## config.mk

```make
export PLATFORM = sky130hd
export DESIGN_NAME = vec_unit_top
export DESIGN_NICKNAME = d
export VERILOG_FILES = /design/src/hw/vec_cfg_pkg.sv /design/src/hw/vec_op_pkg.sv /design/src/hw/vec_unit_top.sv /design/src/hw/vec_sequencer.sv /design/src/hw/vec_lane_alu.sv /design/src/hw/vec_regfile.sv
export SDC_FILE = /design/constraint.sdc
export NUM_CORES = 2
export LEC_CHECK = 0
export ABC_CLOCK_PERIOD_IN_PS = 11860
export BUFFER_PORTS_ARGS = -buffer_cell sky130_fd_sc_hd__buf_2
export CAP_MARGIN = 20
export CORE_UTILIZATION = 63
export DETAILED_ROUTE_END_ITERATION = 10
export GPL_TIMING_DRIVEN = 0
export HOLD_SLACK_MARGIN = 0.12
export PLACE_DENSITY = 0.77
export SLEW_MARGIN = 30
export SYNTH_ARGS = -nofsm -noshare
export SYNTH_HDL_FRONTEND = slang
export SYNTH_SLANG_ARGS = --single-unit
```

## constraint.sdc

```tcl
create_clock -name clk -period 11.86 [get_ports clk]
set_input_delay 3.558 -clock clk [delete_from_list [all_inputs] [get_ports clk]]
set_output_delay 3.558 -clock clk [all_outputs]
set_load 0.1 [all_outputs]
```

## src/hw/vec_cfg_pkg.sv

```systemverilog
package vec_cfg_pkg;

    // bits in one architectural vector
    localparam int vlen = 256;

    // one chunk is the unit moved per cycle on every port
    localparam int data_width = 64;

    localparam int byte_w = 8;

    // byte lanes per chunk, also the width of every enable bus
    localparam int dw_b = data_width / byte_w;

    localparam int chunks_per_vec = vlen / data_width;

    // eight vector registers
    localparam int addr_width = 3;

    // chunk offset inside one vector
    localparam int off_bits = $clog2(chunks_per_vec);

    // flat chunk index is {addr, off}
    localparam int chunk_idx_w = addr_width + off_bits;

    // chunks held by each copy of the register file
    localparam int rf_depth = chunks_per_vec << addr_width;

endpackage
```

## src/hw/vec_op_pkg.sv

```systemverilog
package vec_op_pkg;

    // vector opcodes
    // all alu ops work on 8-bit elements, add/sub wrap inside the lane
    typedef enum logic [2:0] {
        op_vadd   = 3'd0,
        op_vsub   = 3'd1,
        op_vand   = 3'd2,
        op_vor    = 3'd3,
        op_vxor   = 3'd4,
        op_vstore = 3'd5
    } vec_opcode_e;

    // sequencer states
    typedef enum logic [0:0] {
        st_idle = 1'b0,
        st_run  = 1'b1
    } seq_state_e;

    // one vector instruction, 20 bits
    // vd is the write-back target, vs1 is also the source of vstore
    // byte_mask is applied the same way to every chunk of vd
    typedef struct packed {
        vec_opcode_e                          opcode;
        logic [vec_cfg_pkg::addr_width-1:0]   vd;
        logic [vec_cfg_pkg::addr_width-1:0]   vs1;
        logic [vec_cfg_pkg::addr_width-1:0]   vs2;
        logic [vec_cfg_pkg::dw_b-1:0]         byte_mask;
    } vec_instr_t;

    // host preload of one chunk, 77 bits
    typedef struct packed {
        logic [vec_cfg_pkg::dw_b-1:0]         be;
        logic [vec_cfg_pkg::addr_width-1:0]   addr;
        logic [vec_cfg_pkg::off_bits-1:0]     off;
        logic [vec_cfg_pkg::data_width-1:0]   data;
    } host_wr_t;

endpackage

```

## src/hw/vec_unit_top.sv

```systemverilog
`timescale 1ns/1ps

module vec_unit_top (
    input  logic                                 clk,
    input  logic                                 reset,
    input  logic                                 instr_valid,
    input  vec_op_pkg::vec_instr_t               instr,
    input  logic                                 host_we,
    input  vec_op_pkg::host_wr_t                 host_wr,
    output logic                                 busy,
    output logic                                 done,
    output logic                                 st_valid,
    output logic [vec_cfg_pkg::data_width-1:0]   st_data
);

    // sequencer to register file
    logic [vec_cfg_pkg::dw_b-1:0]       rd_en_1;
    logic [vec_cfg_pkg::dw_b-1:0]       rd_en_2;
    logic [vec_cfg_pkg::dw_b-1:0]       st_en;
    logic [vec_cfg_pkg::dw_b-1:0]       wb_en;
    logic [vec_cfg_pkg::addr_width-1:0] rd_addr_1;
    logic [vec_cfg_pkg::addr_width-1:0] rd_addr_2;
    logic [vec_cfg_pkg::addr_width-1:0] st_addr;
    logic [vec_cfg_pkg::addr_width-1:0] wb_addr;
    logic [vec_cfg_pkg::off_bits-1:0]   rd_off_1;
    logic [vec_cfg_pkg::off_bits-1:0]   rd_off_2;
    logic [vec_cfg_pkg::off_bits-1:0]   st_off;
    logic [vec_cfg_pkg::off_bits-1:0]   wb_off;

    // alu side
    vec_op_pkg::vec_opcode_e              alu_opcode;
    logic                                 op_valid;
    logic [vec_cfg_pkg::data_width-1:0]   rd_data_1;
    logic [vec_cfg_pkg::data_width-1:0]   rd_data_2;
    logic [vec_cfg_pkg::data_width-1:0]   alu_result;

    // muxed register file write port
    logic [vec_cfg_pkg::dw_b-1:0]         wr_en;
    logic [vec_cfg_pkg::addr_width-1:0]   wr_addr;
    logic [vec_cfg_pkg::off_bits-1:0]     wr_off;
    logic [vec_cfg_pkg::data_width-1:0]   wr_data;
    logic                                 host_sel;

    // host preload only while idle
    assign host_sel = host_we & ~busy;

    // write-back has priority, host gets the port otherwise
    always_comb begin
        if (|wb_en) begin
            wr_en   = wb_en;
            wr_addr = wb_addr;
            wr_off  = wb_off;
            wr_data = alu_result;
        end else begin
            wr_en   = host_sel ? host_wr.be : '0;
            wr_addr = host_wr.addr;
            wr_off  = host_wr.off;
            wr_data = host_wr.data;
        end
    end

    vec_sequencer u_seq (
        .clk         (clk),
        .reset       (reset),
        .instr_valid (instr_valid),
        .instr       (instr),
        .busy        (busy),
        .done        (done),
        .rd_en_1     (rd_en_1),
        .rd_en_2     (rd_en_2),
        .st_en       (st_en),
        .wb_en       (wb_en),
        .rd_addr_1   (rd_addr_1),
        .rd_addr_2   (rd_addr_2),
        .st_addr     (st_addr),
        .wb_addr     (wb_addr),
        .rd_off_1    (rd_off_1),
        .rd_off_2    (rd_off_2),
        .st_off      (st_off),
        .wb_off      (wb_off),
        .alu_opcode  (alu_opcode),
        .op_valid    (op_valid),
        .st_valid    (st_valid)
    );

    vec_regfile u_rf (
        .clk       (clk),
        .rd_en_1   (rd_en_1),
        .rd_en_2   (rd_en_2),
        .wr_en     (wr_en),
        .st_en     (st_en),
        .rd_addr_1 (rd_addr_1),
        .rd_addr_2 (rd_addr_2),
        .wr_addr   (wr_addr),
        .st_addr   (st_addr),
        .rd_off_1  (rd_off_1),
        .rd_off_2  (rd_off_2),
        .wr_off    (wr_off),
        .st_off    (st_off),
        .wr_data   (wr_data),
        .rd_data_1 (rd_data_1),
        .rd_data_2 (rd_data_2),
        .st_data   (st_data)
    );

    vec_lane_alu u_alu (
        .clk      (clk),
        .op_valid (op_valid),
        .opcode   (alu_opcode),
        .a        (rd_data_1),
        .b        (rd_data_2),
        .result   (alu_result)
    );

endmodule

```

## src/hw/vec_sequencer.sv

```systemverilog
`timescale 1ns/1ps

module vec_sequencer (
    input  logic                                 clk,
    input  logic                                 reset,
    input  logic                                 instr_valid,
    input  vec_op_pkg::vec_instr_t               instr,
    output logic                                 busy,
    output logic                                 done,
    output logic [vec_cfg_pkg::dw_b-1:0]         rd_en_1,
    output logic [vec_cfg_pkg::dw_b-1:0]         rd_en_2,
    output logic [vec_cfg_pkg::dw_b-1:0]         st_en,
    output logic [vec_cfg_pkg::dw_b-1:0]         wb_en,
    output logic [vec_cfg_pkg::addr_width-1:0]   rd_addr_1,
    output logic [vec_cfg_pkg::addr_width-1:0]   rd_addr_2,
    output logic [vec_cfg_pkg::addr_width-1:0]   st_addr,
    output logic [vec_cfg_pkg::addr_width-1:0]   wb_addr,
    output logic [vec_cfg_pkg::off_bits-1:0]     rd_off_1,
    output logic [vec_cfg_pkg::off_bits-1:0]     rd_off_2,
    output logic [vec_cfg_pkg::off_bits-1:0]     st_off,
    output logic [vec_cfg_pkg::off_bits-1:0]     wb_off,
    output vec_op_pkg::vec_opcode_e              alu_opcode,
    output logic                                 op_valid,
    output logic                                 st_valid
);

    // one chunk in flight, tagged with its own offset
    typedef struct packed {
        logic                                valid;
        logic [vec_cfg_pkg::off_bits-1:0]    off;
    } stage_t;

    vec_op_pkg::seq_state_e state;
    vec_op_pkg::vec_instr_t instr_r;

    // issue side of the chunk walk
    logic                             issuing;
    logic [vec_cfg_pkg::off_bits-1:0] issue_off;

    // rd_stage lines up with registered read data, alu_stage with the alu result
    stage_t rd_stage;
    stage_t alu_stage;

    logic is_store;
    logic last_retire;

    assign is_store = (instr_r.opcode == vec_op_pkg::op_vstore);
    assign busy     = (state == vec_op_pkg::st_run);

    // vstore retires when its last chunk leaves the store port,
    // alu ops when their last chunk is written back
    assign last_retire =
        (st_valid & (int'(rd_stage.off) == vec_cfg_pkg::chunks_per_vec - 1)) |
        (alu_stage.valid & (int'(alu_stage.off) == vec_cfg_pkg::chunks_per_vec - 1));

    always_ff @(posedge clk) begin
        if (reset) begin
            state     <= vec_op_pkg::st_idle;
            issuing   <= 1'b0;
            issue_off <= '0;
            rd_stage  <= '0;
            alu_stage <= '0;
            done      <= 1'b0;
        end else begin
            case (state)
                vec_op_pkg::st_idle: begin
                    if (instr_valid) begin
                        state     <= vec_op_pkg::st_run;
                        issuing   <= 1'b1;
                        issue_off <= '0;
                    end
                end
                vec_op_pkg::st_run: begin
                    // walk offsets 0..3, one per cycle
                    if (issuing) begin
                        issue_off <= issue_off + 1'b1;
                        if (int'(issue_off) == vec_cfg_pkg::chunks_per_vec - 1) begin
                            issuing <= 1'b0;
                        end
                    end
                    // busy stays up through the done cycle
                    if (done) begin
                        state <= vec_op_pkg::st_idle;
                    end
                end
                default: state <= vec_op_pkg::st_idle;
            endcase
            rd_stage.valid  <= issuing;
            rd_stage.off    <= issue_off;
            // store chunks leave the pipe after the read stage
            alu_stage.valid <= rd_stage.valid & ~is_store;
            alu_stage.off   <= rd_stage.off;
            done            <= last_retire;
        end
    end

    // instruction payload, captured on acceptance only
    always_ff @(posedge clk) begin
        if ((state == vec_op_pkg::st_idle) && instr_valid) begin
            instr_r <= instr;
        end
    end

    // operand reads for alu ops
    assign rd_en_1   = {vec_cfg_pkg::dw_b{issuing & ~is_store}};
    assign rd_en_2   = {vec_cfg_pkg::dw_b{issuing & ~is_store}};
    assign rd_addr_1 = instr_r.vs1;
    assign rd_addr_2 = instr_r.vs2;
    assign rd_off_1  = issue_off;
    assign rd_off_2  = issue_off;

    // store stream reads vs1 through the store copy
    assign st_en    = {vec_cfg_pkg::dw_b{issuing & is_store}};
    assign st_addr  = instr_r.vs1;
    assign st_off   = issue_off;
    assign st_valid = rd_stage.valid & is_store;

    assign alu_opcode = instr_r.opcode;
    assign op_valid   = rd_stage.valid & ~is_store;

    // masked write-back, mask is the same for every chunk
    assign wb_en   = alu_stage.valid ? instr_r.byte_mask : '0;
    assign wb_addr = instr_r.vd;
    assign wb_off  = alu_stage.off;

    // write-back only happens inside an accepted instruction window
    wb_inside_busy: assert property (@(posedge clk) disable iff (reset)
        (|wb_en) |-> busy);

endmodule

```

## src/hw/vec_lane_alu.sv

```systemverilog
`timescale 1ns/1ps

module vec_lane_alu (
    input  logic                                 clk,
    input  logic                                 op_valid,
    input  vec_op_pkg::vec_opcode_e              opcode,
    input  logic [vec_cfg_pkg::data_width-1:0]   a,
    input  logic [vec_cfg_pkg::data_width-1:0]   b,
    output logic [vec_cfg_pkg::data_width-1:0]   result
);

    // combinational lane results before the output register
    logic [vec_cfg_pkg::data_width-1:0] lane_res;

    // each byte lane is computed on its own
    // 8-bit slices keep carries and borrows inside the lane
    always_comb begin
        lane_res = '0;
        for (int i = 0; i < vec_cfg_pkg::dw_b; i++) begin
            case (opcode)
                vec_op_pkg::op_vadd: begin
                    lane_res[i*vec_cfg_pkg::byte_w +: vec_cfg_pkg::byte_w] =
                        a[i*vec_cfg_pkg::byte_w +: vec_cfg_pkg::byte_w] +
                        b[i*vec_cfg_pkg::byte_w +: vec_cfg_pkg::byte_w];
                end
                vec_op_pkg::op_vsub: begin
                    lane_res[i*vec_cfg_pkg::byte_w +: vec_cfg_pkg::byte_w] =
                        a[i*vec_cfg_pkg::byte_w +: vec_cfg_pkg::byte_w] -
                        b[i*vec_cfg_pkg::byte_w +: vec_cfg_pkg::byte_w];
                end
                // the logic ops could be done on the full chunk, kept per lane for symmetry
                vec_op_pkg::op_vand: begin
                    lane_res[i*vec_cfg_pkg::byte_w +: vec_cfg_pkg::byte_w] =
                        a[i*vec_cfg_pkg::byte_w +: vec_cfg_pkg::byte_w] &
                        b[i*vec_cfg_pkg::byte_w +: vec_cfg_pkg::byte_w];
                end
                vec_op_pkg::op_vor: begin
                    lane_res[i*vec_cfg_pkg::byte_w +: vec_cfg_pkg::byte_w] =
                        a[i*vec_cfg_pkg::byte_w +: vec_cfg_pkg::byte_w] |
                        b[i*vec_cfg_pkg::byte_w +: vec_cfg_pkg::byte_w];
                end
                vec_op_pkg::op_vxor: begin
                    lane_res[i*vec_cfg_pkg::byte_w +: vec_cfg_pkg::byte_w] =
                        a[i*vec_cfg_pkg::byte_w +: vec_cfg_pkg::byte_w] ^
                        b[i*vec_cfg_pkg::byte_w +: vec_cfg_pkg::byte_w];
                end
                // vstore never reaches the alu
                default: begin
                    lane_res[i*vec_cfg_pkg::byte_w +: vec_cfg_pkg::byte_w] = '0;
                end
            endcase
        end
    end

    // result only moves when the sequencer has a live chunk here
    always_ff @(posedge clk) begin
        if (op_valid) begin
            result <= lane_res;
        end
    end

    // the sequencer routes vstore to the store port, never through here
    no_store_in_alu: assert property (@(posedge clk)
        op_valid |-> (opcode != vec_op_pkg::op_vstore));

endmodule

```

## src/hw/vec_regfile.sv

```systemverilog
`timescale 1ns/1ps

module vec_regfile (
    input  logic                                 clk,
    input  logic [vec_cfg_pkg::dw_b-1:0]         rd_en_1,
    input  logic [vec_cfg_pkg::dw_b-1:0]         rd_en_2,
    input  logic [vec_cfg_pkg::dw_b-1:0]         wr_en,
    input  logic [vec_cfg_pkg::dw_b-1:0]         st_en,
    input  logic [vec_cfg_pkg::addr_width-1:0]   rd_addr_1,
    input  logic [vec_cfg_pkg::addr_width-1:0]   rd_addr_2,
    input  logic [vec_cfg_pkg::addr_width-1:0]   wr_addr,
    input  logic [vec_cfg_pkg::addr_width-1:0]   st_addr,
    input  logic [vec_cfg_pkg::off_bits-1:0]     rd_off_1,
    input  logic [vec_cfg_pkg::off_bits-1:0]     rd_off_2,
    input  logic [vec_cfg_pkg::off_bits-1:0]     wr_off,
    input  logic [vec_cfg_pkg::off_bits-1:0]     st_off,
    input  logic [vec_cfg_pkg::data_width-1:0]   wr_data,
    output logic [vec_cfg_pkg::data_width-1:0]   rd_data_1,
    output logic [vec_cfg_pkg::data_width-1:0]   rd_data_2,
    output logic [vec_cfg_pkg::data_width-1:0]   st_data
);

    // operand copy feeds the two alu read ports
    logic [vec_cfg_pkg::data_width-1:0] op_mem [vec_cfg_pkg::rf_depth];
    // store copy feeds the store stream only
    logic [vec_cfg_pkg::data_width-1:0] st_mem [vec_cfg_pkg::rf_depth];

    // flat chunk indices
    logic [vec_cfg_pkg::chunk_idx_w-1:0] rd_idx_1;
    logic [vec_cfg_pkg::chunk_idx_w-1:0] rd_idx_2;
    logic [vec_cfg_pkg::chunk_idx_w-1:0] wr_idx;
    logic [vec_cfg_pkg::chunk_idx_w-1:0] st_idx;

    // port activity strobes
    logic op_upd;
    logic st_upd;

    assign rd_idx_1 = {rd_addr_1, rd_off_1};
    assign rd_idx_2 = {rd_addr_2, rd_off_2};
    assign wr_idx   = {wr_addr, wr_off};
    assign st_idx   = {st_addr, st_off};

    // any byte enable wakes the port
    assign op_upd = (|rd_en_1) | (|rd_en_2) | (|wr_en);
    assign st_upd = (|st_en) | (|wr_en);

    // operand copy, read-before-write on the same edge
    always_ff @(posedge clk) begin
        if (op_upd) begin
            for (int j = 0; j < vec_cfg_pkg::dw_b; j++) begin
                if (wr_en[j]) begin
                    op_mem[wr_idx][j*vec_cfg_pkg::byte_w +: vec_cfg_pkg::byte_w] <=
                        wr_data[j*vec_cfg_pkg::byte_w +: vec_cfg_pkg::byte_w];
                end
            end
            rd_data_1 <= op_mem[rd_idx_1];
            rd_data_2 <= op_mem[rd_idx_2];
        end
    end

    // store copy gets the identical byte write
    always_ff @(posedge clk) begin
        if (st_upd) begin
            for (int j = 0; j < vec_cfg_pkg::dw_b; j++) begin
                if (wr_en[j]) begin
                    st_mem[wr_idx][j*vec_cfg_pkg::byte_w +: vec_cfg_pkg::byte_w] <=
                        wr_data[j*vec_cfg_pkg::byte_w +: vec_cfg_pkg::byte_w];
                end
            end
            st_data <= st_mem[st_idx];
        end
    end

    // a chunk read on its own write edge would return the old data
    rd_wr_chunk_apart: assert property (@(posedge clk)
        (|wr_en) |-> ((!(|rd_en_1) || (wr_idx != rd_idx_1)) &&
                      (!(|rd_en_2) || (wr_idx != rd_idx_2))));

endmodule

```

==> After elaboration in Yosys (flattened, before gate mapping) <==
Memories as Yosys holds them, arrays and structs flattened. A register that Yosys moved wholly into a read port is not among the register bits.
Cells that the tools add are included.
W data, S select, Z words.
{ "word_totals": {"mem_bits_ro": 0, "output_inout_bits": 67, "latchBits": 0, "elab_cells": 148, "regBits": 95, "ram_bits": 4096, "input_bits": 101, "mem_count": 2} }
{ "mem_list": {"columns": ["memory", "depth", "width", "rd", "rd_ports_with_merged_regs", "write_ports", "line", "rtl"], "rows": [
  ["u_rf.op_mem", 32, 64, 2, 2, 1, "vec_regfile.sv:24", "logic [vec_cfg_pkg::data_width-1:0] op_mem [vec_cfg_pkg::rf_depth];"],
  ["u_rf.st_mem", 32, 64, 1, 1, 1, "vec_regfile.sv:26", "logic [vec_cfg_pkg::data_width-1:0] st_mem [vec_cfg_pkg::rf_depth];"]
]} }
{ "op_classes": {"n_reduce_logical": 5, "shift": 0, "bitwise_logic": 36, "mul": 0, "mux": 64, "n_div": 0, "n_lt_le_gt_ge": 0, "n_eq_ne": 10, "n_addsub": 17} }
{ "op_table": {"columns": ["operator", "n"], "rows": [
  ["$pmux W8 S5", 8],
  ["$add A8 B8 Y8", 8],
  ["$and A8 B8 Y8", 8],
  ["$mux W64", 1],
  ["$or A8 B8 Y8", 8],
  ["$sub A8 B8 Y8", 8],
  ["$xor A8 B8 Y8", 8],
  ["$mux W1", 45],
  ["$mux W8", 3],
  ["$reduce_or A8 Y1", 2],
  ["$and A1 B1 Y1", 7],
  ["$eq A2 B1 Y1 const B", 3],
  ["$eq A3 B2 Y1 const B", 2],
  ["$eq A3 B3 Y1 const B", 2],
  ["$mux W2", 3],
  ["$ne A2 B2 Y1 const B", 2],
  ["$pmux W1 S2", 2],
  ["$pmux W2 S2", 1],
  ["$eq A3 B1 Y1 const B", 1],
  ["$logic_not A3 Y1", 1],
  ["$mux W3", 1],
  ["$or A1 B1 Y1", 3],
  ["$add A2 B1 Y2 const B", 1],
  ["$not A1 Y1", 2],
  ["2 further kinds", 2]
]} }

==> Depth between registers and ports, before layout <==
{ "logic_depth": {"depth_word": 8, "ltp_mapped": 14} }

==> Cells and area by module <==
Synthesis repeated with hierarchy kept, for this count alone.
{ "unflattened": {"hier_cells": 9278, "hier_area_um2": 192349.5} }
{ "by_module_without_submodules": {"columns": ["mod", "instances", "seq_area_each_um2", "area_per_inst_um2", "cells_per_inst"], "rows": [
  ["vec_regfile", 1, 128763.5, 181104.9, 8029],
  ["vec_lane_alu", 1, 1921.8, 8779.7, 1048],
  ["vec_sequencer", 1, 820.8, 1406.3, 111],
  ["vec_unit_top", 1, 0.0, 1058.5, 90]
]} }

==> Worst setup path before layout <==
Ideal clock, no wire load.
{ "synth_path": {"path_kind": "reg2reg", "from": "reg u_seq.instr_r (netlist bit u_seq.alu_opcode[0])", "to": "reg u_rf.rd_data_1[0] (netlist name), read port of u_rf.op_mem (enable)", "path_stages_with_launch": 5, "t_arrival_ns": 9.644, "setup_ns": 0.792, "n_path_buf": 1, "path_slack_ns": 1.424, "cell_sequence": "edfxtp_1 -> clkbuf_1 -> nand2_1 -> nor2_1 -> o21ai_0"} }
{ "synth_between": {"elab_chain_len": 4} }
{ "synth_lines": {"columns": ["item", "line", "rtl"], "rows": [
  ["start: declaration", "vec_sequencer.sv:34", "vec_op_pkg::vec_instr_t instr_r;"],
  ["start signal: assignment", "vec_sequencer.sv:100", "instr_r <= instr;"],
  ["$eq A3 B3 Y1", "vec_sequencer.sv:47", "assign is_store = (instr_r.opcode == vec_op_pkg::op_vstore);"],
  ["$not A1 Y1", "vec_sequencer.sv:105, vec_sequencer.sv:106", null],
  ["$and A1 B1 Y1", "vec_sequencer.sv:105, vec_sequencer.sv:106", null],
  ["$or A1 B1 Y1", "vec_regfile.sv:44", "assign op_upd = (|rd_en_1) | (|rd_en_2) | (|wr_en);"],
  ["end: declaration", "vec_regfile.sv:18", "output logic [vec_cfg_pkg::data_width-1:0] rd_data_1,"]
]} }
No other way between the ends.
A chain may end at the register's enable or synchronous reset.

==> Final worst setup path <==
{ "layout_path": {"from": "reg u_seq.instr_r (netlist bit u_seq.alu_opcode[0])", "to": "out st_valid"} }
{ "layout_between": {"elab_chain_len": 2} }
{ "layout_lines": {"columns": ["item", "line", "rtl"], "rows": [
  ["$eq A3 B3 Y1", "vec_sequencer.sv:47", null],
  ["$and A1 B1 Y1", "vec_sequencer.sv:116", "assign st_valid = rd_stage.valid & is_store;"],
  ["end: declaration", "vec_unit_top.sv:12", "output logic st_valid,"]
]} }
No other way between the ends.

==> impl_results.md <==
- Nets: 9612
- Detailed Route WL: 548800 um
- Hold buffers post-CTS: 0
- Worst reg2reg path endpoint: u_rf.st_data[2]
- Max-cap violation count: 0
- Io pins: 168
- CTS Buf Count: 425
- Vias per cell: 7.212
- Total power: 34.03 mW
- Final HPWL DP: 361800 um
- Post-route clock period utilization: 55.18%
- Crit. Startpoint: u_seq.alu_opcode[0]
- Critical Path Sink Type: primary output
- Hold WC Path Type: reg2reg
- R2R depth: 7
- RSZ-0062 raised after global routing: false
- Register area: 131500 um2
- Remaining DRCs: 0
- Root buffer cell: clkbuf_16
- Crit-path max FO: 10
- Clock sinks: 4383
- Crit path required time: 8.30 ns
- Status: finished, final reports clean
- Worst setup endpoint: st_valid
- Worst vdd ir: 0.1812 mV
- Relative slew slack: 22.51%
- Die Span Y: 533.5 um
- Vias in the first global route: 96.14k
- Predominant post-synthesis flop cell: edfxtp_1
- Worst R2R Start: u_seq.rd_off_1[0]
- Max Buffers Root-to-Sink: 4
- R2r setup slk: 6.77 ns
- DRT antenna net count: 0
- Max Fclk: 152.8 MHz
- Core Rows: 194
- WL/cell: 40.88 um
- GRT overflow: 0
- Worst clock skew: 0.09558 ns
- Top-area cell type share of the netlist area: 73.76%
- Synth Instances: 8666
- Post-CTS sizing: 0
- Final Hold Vio Count: 0
- Port bufs: 167
- Sequential area share after synthesis: 73.88%
- Share of cells above drive strength 1: 24.79%
- RD Place Congestion: 0.9483
- Slew Viols, Final: 0
- Tightest Pin Transition: 1.162 ns
- Core area: 280100 um2
- Min Tclk post-route: 6.544 ns
- P per Cell Area: 170.7 nW/um2
- Post-synthesis sequential element count: 4383
- Initial antenna violation count: 45
- Hold Slack: 0.4574 ns
- Dpl ws: 4.670 ns
- Ys async rst share: 0%
- Startpoint Class: register
- Htree depth: 5
- First-pass DRT Iterations: 8
- Area delta synth->final: 12.02%
- Routed vias: 96.82k
- Gr usage total: 38.73%
- Endpoints failing setup: 0
- Initial DRC count: 17.07k
- Top cells by area, synth: edfxtp_1, mux4_2, mux2i_1
- CTS tree: built
- Clock Pin Slew Worst Setup and Hold Paths: 0.06 ns
- P_leak: 64.00 nW
- Kind of critical path: reg2out
- Mean Syn Cell Area: 20.54 um2
- FILL cells: 15.97k
- Area occupied by multi-input gates: 44150 um2
- Largest area contributor in the netlist: edfxtp_1
- Synth warn: 0
- Post-synth EDFFs: 4372
- Post-Syn Area: 178000 um2
- Clock latency on the worst-skew pair: 1.02 ns
- Syn nets: 8968
- CP arrival: 2.99 ns
- Die area: 284600 um2
- Starting Density: 63.54%
- Die Wd: 533.5 um
- Yosys cell types: 55
- Post-CTS Setup Inserts: 0
- First-pass GRT wire length: 748000 um
- Largest net degree at the start of global routing: 65
- Post-route setup slack: 5.316 ns
==> worst min-delay path by stage <==
stage	from	to	slack (ns)	depth (start not counted)
after global routing	u_seq.rd_stage[0]	u_seq.wb_off[0]	0.49	1
after detailed placement	u_seq.rd_stage[1]	u_seq.wb_off[1]	0.45	1
after CTS	u_seq.rd_stage[1]	u_seq.wb_off[1]	0.46	1
after global placement	u_seq.rd_stage[0]	u_seq.wb_off[0]	0.45	1
final	u_seq.rd_stage[1]	u_seq.wb_off[1]	0.46	1
after floorplan	u_seq.rd_stage[1]	u_seq.wb_off[1]	0.44	1
==> layout make-up <==
cell class	count	area share [%]
tap	3724	2.337
sequential	4383	65.96
multi-input combinational	3605	22.14
timing repair buffer	217	1.009
inverter	145	0.2730
antenna	29	0.03640
buffer	533	1.194
clock inverter	286	1.524
clock buffer	503	5.524
==> kinds of logic after synthesis <==
family / after synthesis / share of synthesized area [%]
flip-flops: 4383 / 73.88
adder cells (fa/ha/maj): 201 / 1.447
XOR/XNOR: 96 / 0.4724
multiplexers: 1741 / 17.81
buffers and inverters: 678 / 1.516
AO/OA/AOI/OAI: 699 / 2.851
AND/OR/NAND/NOR: 868 / 2.016
==> cell usage after synthesis (24+ instances only) <==
| library cell | instances |
|---|---|
| a22o_1 | 64 |
| nand2_1 | 96 |
| mux2_2 | 112 |
| buf_2 | 116 |
| a22oi_1 | 114 |
| nor2_1 | 624 |
| nor2b_1 | 54 |
| a221oi_1 | 64 |
| mux2i_1 | 499 |
| o21a_1 | 116 |
| a211oi_1 | 70 |
| buf_1 | 86 |
| clkbuf_1 | 329 |
| nor3_1 | 24 |
| o21ai_0 | 88 |
| mux4_2 | 1130 |
| edfxtp_1 | 4372 |
| a21oi_1 | 53 |
| a31oi_1 | 28 |
| inv_1 | 144 |
| xnor2_1 | 80 |
| o22ai_1 | 31 |
| ha_1 | 193 |
==> state kept, by name, summed over array words and instances (netlist names) <==
register / flops
u_seq.done: 1
u_rf.st_mem: 2048
u_rf.st_data: 64
u_rf.rd_data_2: 64
u_seq.busy: 1
u_seq.wb_off: 2
u_seq.rd_addr_2: 3
u_seq.rd_addr_1: 3
u_rf.rd_data_1: 64
u_seq.wb_addr: 3
u_seq.alu_stage: 1
u_seq.rd_stage: 3
u_seq.rd_off_1: 2
u_seq.alu_opcode: 3
u_rf.op_mem: 2048
u_seq.issuing: 1
u_seq.instr_r: 8
u_alu.result: 64
==> metal layers <==
layer / part of all wire, % / track usage [%] / vias up
met2: 45 / 57.66 / 8360
met3: 14 / 11.09 / 1643
met4: 8.7 / 28.43 / 16
met1: 32 / 49.30 / 49680
li1: - / - / 37130
met5: 0.020 / 0 / -
==> through the flow <==
step | instance area, um2 | setup TNS [ns] | instances | utilization (%)
final | 199400 | 0 | 13430 | 71.18
after global routing | 199300 | 0 | 13410 | 71.16
after CTS | 199200 | 0 | 13400 | 71.13
after detailed placement | 185200 | 0 | 12610 | 66.11
after global placement | 183500 | -522.52 | 12560 | 65.50
after floorplan | 178000 | 0 | 8666 | -
==> cell usage in the layout (no fill, tap or decap), types with 13 or more instances in the layout <==
| master | netlist | layout |
|---|---|---|
| nor3_1 | 24 | 24 |
| ha_1 | 193 | 193 |
| a31oi_1 | 28 | 28 |
| a211oi_1 | 70 | 67 |
| nor2_1 | 624 | 611 |
| buf_2 | 116 | 314 |
| a22oi_1 | 114 | 114 |
| clkinv_2 | 0 | 83 |
| clkbuf_1 | 329 | 285 |
| bufinv_16 | 0 | 50 |
| xnor2_1 | 80 | 80 |
| a221oi_1 | 64 | 64 |
| nand2_1 | 96 | 91 |
| buf_16 | 0 | 31 |
| edfxtp_1 | 4372 | 4372 |
| clkinv_1 | 1 | 100 |
| mux4_2 | 1130 | 1130 |
| clkbuf_16 | 0 | 429 |
| a21oi_1 | 53 | 53 |
| o21a_1 | 116 | 116 |
| nor2_2 | 4 | 15 |
| nand2b_1 | 13 | 13 |
| clkbuf_2 | 0 | 106 |
| nor2b_1 | 54 | 52 |
| mux2i_1 | 499 | 499 |
| a22o_1 | 64 | 64 |
| o21ai_0 | 88 | 87 |
| o22ai_1 | 31 | 31 |
| mux2_2 | 112 | 48 |
| buf_1 | 86 | 52 |
| xor2_1 | 16 | 16 |
| nand3_1 | 22 | 20 |
| mux2_4 | 0 | 64 |
| clkinvlp_4 | 0 | 16 |
| inv_1 | 144 | 144 |
| diode_2 | 0 | 29 |
| clkbuf_4 | 0 | 14 |
==> power breakdown <==
group,leakage [nW],switching [mW],internal [mW],total [mW]
clock network,6.84,6.03,7.76,13.8
registers,39.7,0.123,17.4,17.5
logic,17.5,1.91,0.840,2.75
total,64.0,8.06,26.0,34.0
==> critical path, stage by stage (launching register included) <==
cell	delay, ns
edfxtp_1	0.32
clkbuf_1	0.42
nand2_1	0.24
nor2_4	0.19
buf_16	0.18
and2_1	0.18
buf_2	0.44
Note: power is estimated with default switching activity, not from simulation.
